--- config.mk ---
export PLATFORM = sky130hd
export DESIGN_NAME = udp_tx_top
export DESIGN_NICKNAME = d
export VERILOG_FILES = /design/src/udp_tx_pkg.sv /design/src/phy_clk_gen.sv /design/src/frame_builder.sv /design/src/crc32_nibble.sv /design/src/mii_serializer.sv /design/src/udp_tx_top.sv
export SDC_FILE = /design/constraint.sdc
export NUM_CORES = 1
export LEC_CHECK = 0
export ABC_AREA = 1
export BUFFER_PORTS_ARGS = -buffer_cell sky130_fd_sc_hd__buf_2
export CORE_MARGIN = 2
export CORE_UTILIZATION = 55
export CTS_BUF_LIST = sky130_fd_sc_hd__clkbuf_2
export DETAILED_ROUTE_END_ITERATION = 10
export MAX_ROUTING_LAYER = met4
export PLACE_DENSITY = 0.78
export REMOVE_ABC_BUFFERS = 1
export SKIP_LAST_GASP = 1
export SYNTH_ARGS = -nofsm -noshare
export SYNTH_HDL_FRONTEND = slang
export SYNTH_SLANG_ARGS = --single-unit
--- constraint.sdc ---
create_clock -name clk -period 40.3 [get_ports clk]
set_input_delay 8.06 -clock clk [delete_from_list [all_inputs] [get_ports clk]]
set_output_delay 8.06 -clock clk [all_outputs]
set_load 0.03 [all_outputs]
--- src/udp_tx_pkg.sv ---
package udp_tx_pkg;

    // Payload carried by every datagram, in bytes
    localparam int payload_bytes = 16;

    // System clock cycles per PHY reference clock period
    localparam int phy_divider = 4;
    localparam int phy_count_bits = $clog2(phy_divider);

    // Fifteen preamble nibbles and the SFD nibble
    localparam int preamble_nibbles = 16;

    // Interframe gap, counted in transmit clock periods (12 octets)
    localparam int gap_nibbles = 24;

    // Header sizes in bytes
    localparam int eth_header_bytes = 14;
    localparam int ip_header_bytes = 20;
    localparam int udp_header_bytes = 8;

    // Everything between the SFD and the FCS
    localparam int frame_bytes = eth_header_bytes + ip_header_bytes + udp_header_bytes +
        payload_bytes;
    localparam int frame_nibbles = 2 * frame_bytes;

    // One counter in the serializer covers the longest phase, which is the frame
    localparam int nibble_count_bits = $clog2(frame_nibbles);

    // Length fields as carried in the IPv4 and UDP headers
    localparam logic [15:0] ip_total_length =
        16'(ip_header_bytes + udp_header_bytes + payload_bytes);
    localparam logic [15:0] udp_length = 16'(udp_header_bytes + payload_bytes);

    // Fixed protocol values
    localparam logic [15:0] ether_type_ipv4 = 16'h0800;
    localparam logic [3:0] ip_version = 4'd4;
    localparam logic [3:0] ip_ihl = 4'(ip_header_bytes / 4);
    // Asks for high throughput and high reliability
    localparam logic [7:0] ip_tos = 8'h0C;
    localparam logic [7:0] ip_ttl = 8'hFF;
    localparam logic [7:0] ip_proto_udp = 8'h11;

    // Ethernet CRC-32 polynomial in its bit-reversed form
    localparam logic [31:0] crc_polynomial = 32'hEDB88320;

    // Ethernet MAC header, sent from the top bit down
    typedef struct packed {
        logic [47:0] dest_mac;
        logic [47:0] src_mac;
        logic [15:0] ether_type;
    } eth_header_t;

    // IPv4 header in RFC 791 field order
    typedef struct packed {
        logic [3:0]  version;
        logic [3:0]  ihl;
        logic [7:0]  type_of_service;
        logic [15:0] total_length;
        logic [15:0] identification;
        logic [2:0]  flags;
        logic [12:0] fragment_offset;
        logic [7:0]  time_to_live;
        logic [7:0]  protocol;
        logic [15:0] header_checksum;
        logic [31:0] src_ip;
        logic [31:0] dest_ip;
    } ip_header_t;

    // UDP header in RFC 768 field order
    typedef struct packed {
        logic [15:0] src_port;
        logic [15:0] dest_port;
        logic [15:0] length;
        logic [15:0] checksum;
    } udp_header_t;

    // Addresses and ports of both ends of the datagram
    typedef struct packed {
        logic [31:0] src_ip;
        logic [47:0] src_mac;
        logic [15:0] src_port;
        logic [31:0] dest_ip;
        logic [47:0] dest_mac;
        logic [15:0] dest_port;
    } endpoint_t;

    // The first payload byte sits in the top eight bits
    typedef logic [8*payload_bytes-1:0] payload_t;

    typedef struct packed {
        endpoint_t endpoint;
        payload_t  payload;
    } udp_request_t;

    // A complete frame without preamble and FCS, first byte on the wire at the top
    typedef struct packed {
        eth_header_t eth_header;
        ip_header_t  ip_header;
        udp_header_t udp_header;
        payload_t    payload;
    } frame_t;

endpackage

--- src/phy_clk_gen.sv ---
`timescale 1ns/1ps

module phy_clk_gen (
    input  logic clk,
    input  logic reset,
    output logic ref_clk
);

    import udp_tx_pkg::*;

    logic [phy_count_bits-1:0] count;
    logic [phy_count_bits-1:0] count_next;

    // Free-running count that wraps after phy_divider cycles
    always_comb begin
        if (count == phy_count_bits'(phy_divider - 1)) begin
            count_next = '0;
        end else begin
            count_next = count + 1'b1;
        end
    end

    // The clock is registered from the next count so that it is low while the
    // count is in its lower half and high while it is in its upper half
    always_ff @(posedge clk) begin
        if (reset) begin
            count   <= '0;
            ref_clk <= 1'b0;
        end else begin
            count   <= count_next;
            ref_clk <= (count_next >= phy_count_bits'(phy_divider / 2));
        end
    end

endmodule

--- src/frame_builder.sv ---
`timescale 1ns/1ps

module frame_builder (
    input  logic                    clk,
    input  logic                    reset,
    input  udp_tx_pkg::udp_request_t req,
    input  logic                    req_valid,
    output logic                    req_ready,
    output udp_tx_pkg::frame_t      frame,
    output logic                    frame_valid,
    input  logic                    frame_ready
);

    import udp_tx_pkg::*;

    // Idle, sum the header words, write the checksum, offer the frame
    typedef enum logic [1:0] {
        fb_idle,
        fb_sum,
        fb_check,
        fb_valid
    } fb_state_t;

    fb_state_t  state;
    frame_t     frame_q;
    logic [19:0] word_sum;
    logic [16:0] fold_once;
    logic [15:0] fold_sum;
    logic [15:0] sum_q;
    logic       accept;

    assign accept = req_valid && req_ready;

    // Only one frame is held, so nothing new is taken until it has been handed on
    assign req_ready = (state == fb_idle);
    assign frame_valid = (state == fb_valid);
    assign frame = frame_q;

    // Ten 16-bit words fit in 20 bits; two folds bring the carries back around
    always_comb begin
        word_sum = '0;
        for (int w = 0; w < ip_header_bytes / 2; w++) begin
            word_sum = word_sum + 20'(frame_q.ip_header[16*w +: 16]);
        end
        fold_once = {1'b0, word_sum[15:0]} + 17'(word_sum[19:16]);
        fold_sum = fold_once[15:0] + 16'(fold_once[16]);
    end

    always_ff @(posedge clk) begin
        if (reset) begin
            state <= fb_idle;
        end else begin
            case (state)
                fb_idle:  if (accept) state <= fb_sum;
                fb_sum:   state <= fb_check;
                fb_check: state <= fb_valid;
                fb_valid: if (frame_ready) state <= fb_idle;
                default:  state <= fb_idle;
            endcase
        end
    end

    // The request fills the frame, then the sum and its complement follow one cycle apart
    always_ff @(posedge clk) begin
        if (accept) begin
            frame_q.eth_header.dest_mac        <= req.endpoint.dest_mac;
            frame_q.eth_header.src_mac         <= req.endpoint.src_mac;
            frame_q.eth_header.ether_type      <= ether_type_ipv4;
            frame_q.ip_header.version          <= ip_version;
            frame_q.ip_header.ihl              <= ip_ihl;
            frame_q.ip_header.type_of_service  <= ip_tos;
            frame_q.ip_header.total_length     <= ip_total_length;
            frame_q.ip_header.identification   <= '0;
            frame_q.ip_header.flags            <= '0;
            frame_q.ip_header.fragment_offset  <= '0;
            frame_q.ip_header.time_to_live     <= ip_ttl;
            frame_q.ip_header.protocol         <= ip_proto_udp;
            // Must be zero while the header words are summed
            frame_q.ip_header.header_checksum  <= '0;
            frame_q.ip_header.src_ip           <= req.endpoint.src_ip;
            frame_q.ip_header.dest_ip          <= req.endpoint.dest_ip;
            frame_q.udp_header.src_port        <= req.endpoint.src_port;
            frame_q.udp_header.dest_port       <= req.endpoint.dest_port;
            frame_q.udp_header.length          <= udp_length;
            // The UDP checksum is optional over IPv4 and zero means not used
            frame_q.udp_header.checksum        <= '0;
            frame_q.payload                    <= req.payload;
        end
        if (state == fb_sum) begin
            sum_q <= fold_sum;
        end
        if (state == fb_check) begin
            frame_q.ip_header.header_checksum <= ~sum_q;
        end
    end

endmodule

--- src/crc32_nibble.sv ---
`timescale 1ns/1ps

module crc32_nibble (
    input  logic        clk,
    input  logic        reset,
    input  logic        start,
    input  logic        nibble_valid,
    input  logic [3:0]  nibble,
    output logic [31:0] crc
);

    import udp_tx_pkg::*;

    logic [31:0] crc_q;
    logic [31:0] crc_next;

    // Four single-bit steps of the reflected CRC, least significant data bit first
    always_comb begin
        crc_next = crc_q ^ {28'd0, nibble};
        for (int b = 0; b < 4; b++) begin
            if (crc_next[0]) begin
                crc_next = (crc_next >> 1) ^ crc_polynomial;
            end else begin
                crc_next = crc_next >> 1;
            end
        end
    end

    // A new frame starts from all ones
    always_ff @(posedge clk) begin
        if (reset) begin
            crc_q <= '1;
        end else if (start) begin
            crc_q <= '1;
        end else if (nibble_valid) begin
            crc_q <= crc_next;
        end
    end

    // The caller complements this to form the FCS
    assign crc = crc_q;

endmodule

--- src/mii_serializer.sv ---
`timescale 1ns/1ps

module mii_serializer (
    input  logic               clk,
    input  logic               reset,
    input  udp_tx_pkg::frame_t frame,
    input  logic               frame_valid,
    output logic               frame_ready,
    input  logic               tx_clk,
    output logic               tx_en,
    output logic [3:0]         tx_d
);

    import udp_tx_pkg::*;

    typedef enum logic [2:0] {
        ms_idle,
        ms_preamble,
        ms_frame,
        ms_fcs,
        ms_gap
    } ms_state_t;

    ms_state_t                    state;
    logic [nibble_count_bits-1:0] count;
    frame_t                       frame_q;
    logic                         tx_clk_prev;
    logic                         tx_fall;
    logic                         take;
    logic [7:0]                   cur_byte;
    logic [3:0]                   cur_nibble;
    logic                         crc_valid;
    logic [31:0]                  crc;
    logic [31:0]                  fcs;

    // New frames are only taken between gaps
    assign frame_ready = (state == ms_idle);
    assign take = frame_valid && frame_ready;

    // tx_clk comes from the PHY and is only looked at once per system clock
    always_ff @(posedge clk) begin
        if (reset) begin
            tx_clk_prev <= 1'b0;
        end else begin
            tx_clk_prev <= tx_clk;
        end
    end

    assign tx_fall = tx_clk_prev && !tx_clk;

    // The local copy is shifted one byte left after each high nibble, so the
    // byte on the wire is always the top one. Within a byte the low nibble goes first
    assign cur_byte = frame_q[$bits(frame_t)-1 -: 8];
    assign cur_nibble = count[0] ? cur_byte[7:4] : cur_byte[3:0];

    // Every frame nibble on the wire also goes into the CRC
    assign crc_valid = tx_fall && (state == ms_frame);
    assign fcs = ~crc;

    crc32_nibble u_crc (
        .clk          (clk),
        .reset        (reset),
        .start        (take),
        .nibble_valid (crc_valid),
        .nibble       (cur_nibble),
        .crc          (crc)
    );

    always_ff @(posedge clk) begin
        if (reset) begin
            state <= ms_idle;
            count <= '0;
            tx_en <= 1'b0;
            tx_d  <= '0;
        end else begin
            case (state)
                ms_idle: begin
                    if (take) begin
                        state <= ms_preamble;
                        count <= '0;
                    end
                end
                ms_preamble: begin
                    // Nibble 0x5 on the MII bits gives the 1010 preamble on the line
                    if (tx_fall) begin
                        tx_en <= 1'b1;
                        if (count == nibble_count_bits'(preamble_nibbles - 1)) begin
                            tx_d  <= 4'hD;
                            count <= '0;
                            state <= ms_frame;
                        end else begin
                            tx_d  <= 4'h5;
                            count <= count + 1'b1;
                        end
                    end
                end
                ms_frame: begin
                    if (tx_fall) begin
                        tx_d <= cur_nibble;
                        if (count == nibble_count_bits'(frame_nibbles - 1)) begin
                            count <= '0;
                            state <= ms_fcs;
                        end else begin
                            count <= count + 1'b1;
                        end
                    end
                end
                ms_fcs: begin
                    // The last frame nibble went into the CRC several clocks ago,
                    // so the register is final by the first FCS edge
                    if (tx_fall) begin
                        if (count == nibble_count_bits'(8)) begin
                            // The edge after the last FCS nibble ends the frame
                            tx_en <= 1'b0;
                            tx_d  <= '0;
                            count <= '0;
                            state <= ms_gap;
                        end else begin
                            tx_d  <= fcs[4*count[2:0] +: 4];
                            count <= count + 1'b1;
                        end
                    end
                end
                ms_gap: begin
                    if (tx_fall) begin
                        if (count == nibble_count_bits'(gap_nibbles - 1)) begin
                            count <= '0;
                            state <= ms_idle;
                        end else begin
                            count <= count + 1'b1;
                        end
                    end
                end
                default: state <= ms_idle;
            endcase
        end
    end

    // Frame copy is loaded on the handshake and shifted as the bytes go out
    always_ff @(posedge clk) begin
        if (take) begin
            frame_q <= frame;
        end else if (crc_valid && count[0]) begin
            frame_q <= frame_q << 8;
        end
    end

endmodule

--- src/udp_tx_top.sv ---
`timescale 1ns/1ps

module udp_tx_top (
    input  logic                     clk,
    input  logic                     reset,
    input  udp_tx_pkg::udp_request_t req,
    input  logic                     req_valid,
    output logic                     req_ready,
    input  logic                     tx_clk,
    output logic                     ref_clk,
    output logic                     tx_en,
    output logic [3:0]               tx_d
);

    import udp_tx_pkg::*;

    // Completed frame passed from the builder to the serializer
    frame_t frame;
    logic   frame_valid;
    logic   frame_ready;

    // Reference clock for the PHY, which returns tx_clk derived from it
    phy_clk_gen u_phy_clk_gen (
        .clk     (clk),
        .reset   (reset),
        .ref_clk (ref_clk)
    );

    // Fills in the headers and the IPv4 checksum
    frame_builder u_frame_builder (
        .clk         (clk),
        .reset       (reset),
        .req         (req),
        .req_valid   (req_valid),
        .req_ready   (req_ready),
        .frame       (frame),
        .frame_valid (frame_valid),
        .frame_ready (frame_ready)
    );

    // Drives the MII transmit pins and appends the FCS
    mii_serializer u_mii_serializer (
        .clk         (clk),
        .reset       (reset),
        .frame       (frame),
        .frame_valid (frame_valid),
        .frame_ready (frame_ready),
        .tx_clk      (tx_clk),
        .tx_en       (tx_en),
        .tx_d        (tx_d)
    );

endmodule

==> metrics.yaml <==
finish:
  final_cells: 3996
  nFillCells: 4817
  multiInputGateArea_mm2: 0.00894
  fin_util: 0.628
  ff_latch_area_mm2: 0.0255
  nNetsFinal: 3375
  synthToLayoutAreaGrowth_pct: 12.7
  drive_gt1_frac: 0.328
grt:
  grt_pass1_wl_um: 107000
  grt_pass1_vias: 21140
  grt_max_degree: 126
  antenna_found_initial: 27
  grt_usage: 0.211
  overflow: 0
detailed_routing:
  drt_first_pass_iters: 5
  drc_errors: 0
  drt_wl_total_um: 68200
  drtIter0Drc: 1547
  vias_per_cell: 5.09
  postRouteAntennaNets: 0
  dr_total_vias: 20339
  drt-wirelength-per-cell_um: 17.1
clocking:
  root_buffer: "clkbuf_2"
  cts_buffers: 207
  clk_pin_slew_ps: 100
  post_cts_resized: 0
  clk_path_buf_depth: 3
  cts.sinks: 868
  cts_setup_buffers: 0
  cts_tree: "yes"
  clk-insertion-delay-late_ps: 1370
  cts_max_level: 4
  hold_buffers: 0
critical_path:
  r2r.worst_path.cells: 50
  cp_max_fo: 90
  cp_common_cell: "buf_4"
  cpPeakStageDelay_ps: 980
  path_buf_inv: 6
  cp.arrival_ps: 12270
  slowest_stage: "buf_4"
  path_depth: 9
  path_delay_family: "buffers and inverters"
  worstPathRequired_ps: 41210
  worstSetupStartpointType: "input pin"
  path_cells: "buf_2, inv_1, nand2_1, nor2_2, buf_4, inv_1, o21ai_4, buf_4, buf_4"
  crit_type: "input pin to flip-flop"
  end_kind: "flip-flop"
placed_design:
  gp_congestion: 0.915
  dpl.hpwl_um: 45600
  dpl.cell_count: 3597
  numPortBuffers: 330
sta:
  slew_headroom: 0.263
  finalHoldViolations: 0
  worst-slew-pin-transition_ps: 1100
  fin_tns_setup_ps: 0
  drv_slew: 0
  fin_crit_ps: 11350
  setup_violations: 0
  clock_skew_ps: 97.7
  rsz0062_at_grt: "false"
  fin_crit_sh: 0.282
  maxClockFrequency_ghz: 0.0881
floorplan:
  die_w_um: 259
  die_area_mm2: 0.0673
  io_pins: 331
  start_util: 0.557
  core_mm2: 0.0645
  rows: 93
  chipHeight_um: 259
logic_synthesis:
  ys.flop_type: "edfxtp_1"
  syn_inst: 2466
  ys_seq_elements: 868
  synth_area_per_cell_um2: 14.6
  yosys_warnings: 0
  synth_top_area_cell: "edfxtp_1"
  ys_types: 50
  yosysTopAreaCellShare: 0.683
  syn_area_mm2: 0.0359
  synthArstFlopShare: 0
  synth-edff-count: 816
  ys_seq_area_frac: 0.712
  synth_common_cells: "edfxtp_1, nand2_1, mux2_2, inv_1, nor2_1"
  synth.area.top_cells: "edfxtp_1, mux2_2, nand2_1"
  yosysMostFrequentCell: "edfxtp_1"
run_status:
  status: "complete, no violations"
min_path:
  min_path_type: "flip-flop to flip-flop"
  hold_depth: 1
job:
  maxCapViolCount: 0
## path summary, 6_finish.rpt
path	from	to	slack [ps]
setup / recovery	tx_clk	u_mii_serializer.frame_q[298]	28950
setup reg to reg	u_frame_builder.frame[208]	u_frame_builder.sum_q[15]	30930
hold reg to reg	u_mii_serializer.u_crc.crc[13]	u_mii_serializer.u_crc.crc[9]	420
hold / removal	u_mii_serializer.u_crc.crc[13]	u_mii_serializer.u_crc.crc[9]	420
## metal layers
metal / vias to the layer above / share of wire / global-route usage
li1: 9850 / - / -
met4: 0 / 0.025 / 0.0819
met5: - / 0 / -
met3: 141 / 0.070 / 0.0680
met2: 613 / 0.48 / 0.325
met1: 9735 / 0.43 / 0.261
## cells in the final DEF, fill, tap and decap left out, types with 5 or more instances in the layout
| cell | n |
|---|---|
| o21ai_0 | 72 |
| mux2_2 | 311 |
| inv_1 | 299 |
| buf_2 | 330 |
| o211ai_1 | 10 |
| clkinv_2 | 6 |
| xnor2_1 | 11 |
| a21oi_1 | 75 |
| inv_2 | 6 |
| nand3_1 | 64 |
| nor2_1 | 95 |
| nand2_2 | 7 |
| clkbuf_2 | 315 |
| ha_1 | 67 |
| fa_1 | 33 |
| nand4_1 | 18 |
| nor3_1 | 6 |
| edfxtp_1 | 816 |
| buf_4 | 17 |
| diode_2 | 28 |
| clkinv_1 | 39 |
| nand2_1 | 358 |
| xor2_1 | 38 |
| nor2_2 | 5 |
| dfxtp_1 | 52 |
## sequential cells by signal, summed over array words and instances, names as in the netlist, 2 cells and up
name / count
u_mii_serializer.state: 3
u_frame_builder.state: 2
u_mii_serializer.tx_d: 4
u_mii_serializer.cur_byte: 8
u_mii_serializer.u_crc.crc: 32
u_frame_builder.sum_q: 16
u_mii_serializer.count: 7
u_frame_builder.frame: 336
u_mii_serializer.frame_q: 456
## area by class of cell
cell class                      count  share of cell area
Antenna cell                       28             0.00173
Clock buffer                      315              0.0390
Clock inverter                     56             0.00798
Inverter                          306              0.0286
Multi-Input combinational cell   1221               0.221
Sequential cell                   868               0.631
Tap cell                          855              0.0264
Timing Repair Buffer              347              0.0440
## cell families (layout without fill, tap and decap cells)
family,count (synthesis),after routing,synth area share
fa+ha+maj,100,100,0.0418
buf+inv,377,1024,0.0398
simple gates,569,569,0.0659
other cells,0,28,0
compound gates,189,189,0.0293
flops,868,868,0.712
mux,311,311,0.0976
xor+xnor,52,52,0.0139
## through the flow
step | cell area (um2) | hold slack [ps] | worst slack, ps
after detailed placement | 38500 | 439 | 27610
final | 40500 | 422 | 28950
after floorplan | 35600 | 398 | -75010
after global routing | 40500 | 423 | 28720
after global placement | 38500 | 411 | 27690
after CTS | 40400 | 414 | 29130
Power is left out: the tool's default activity adds up to more than one toggle a clock period on the data nets, which glitch-free logic cannot reach.
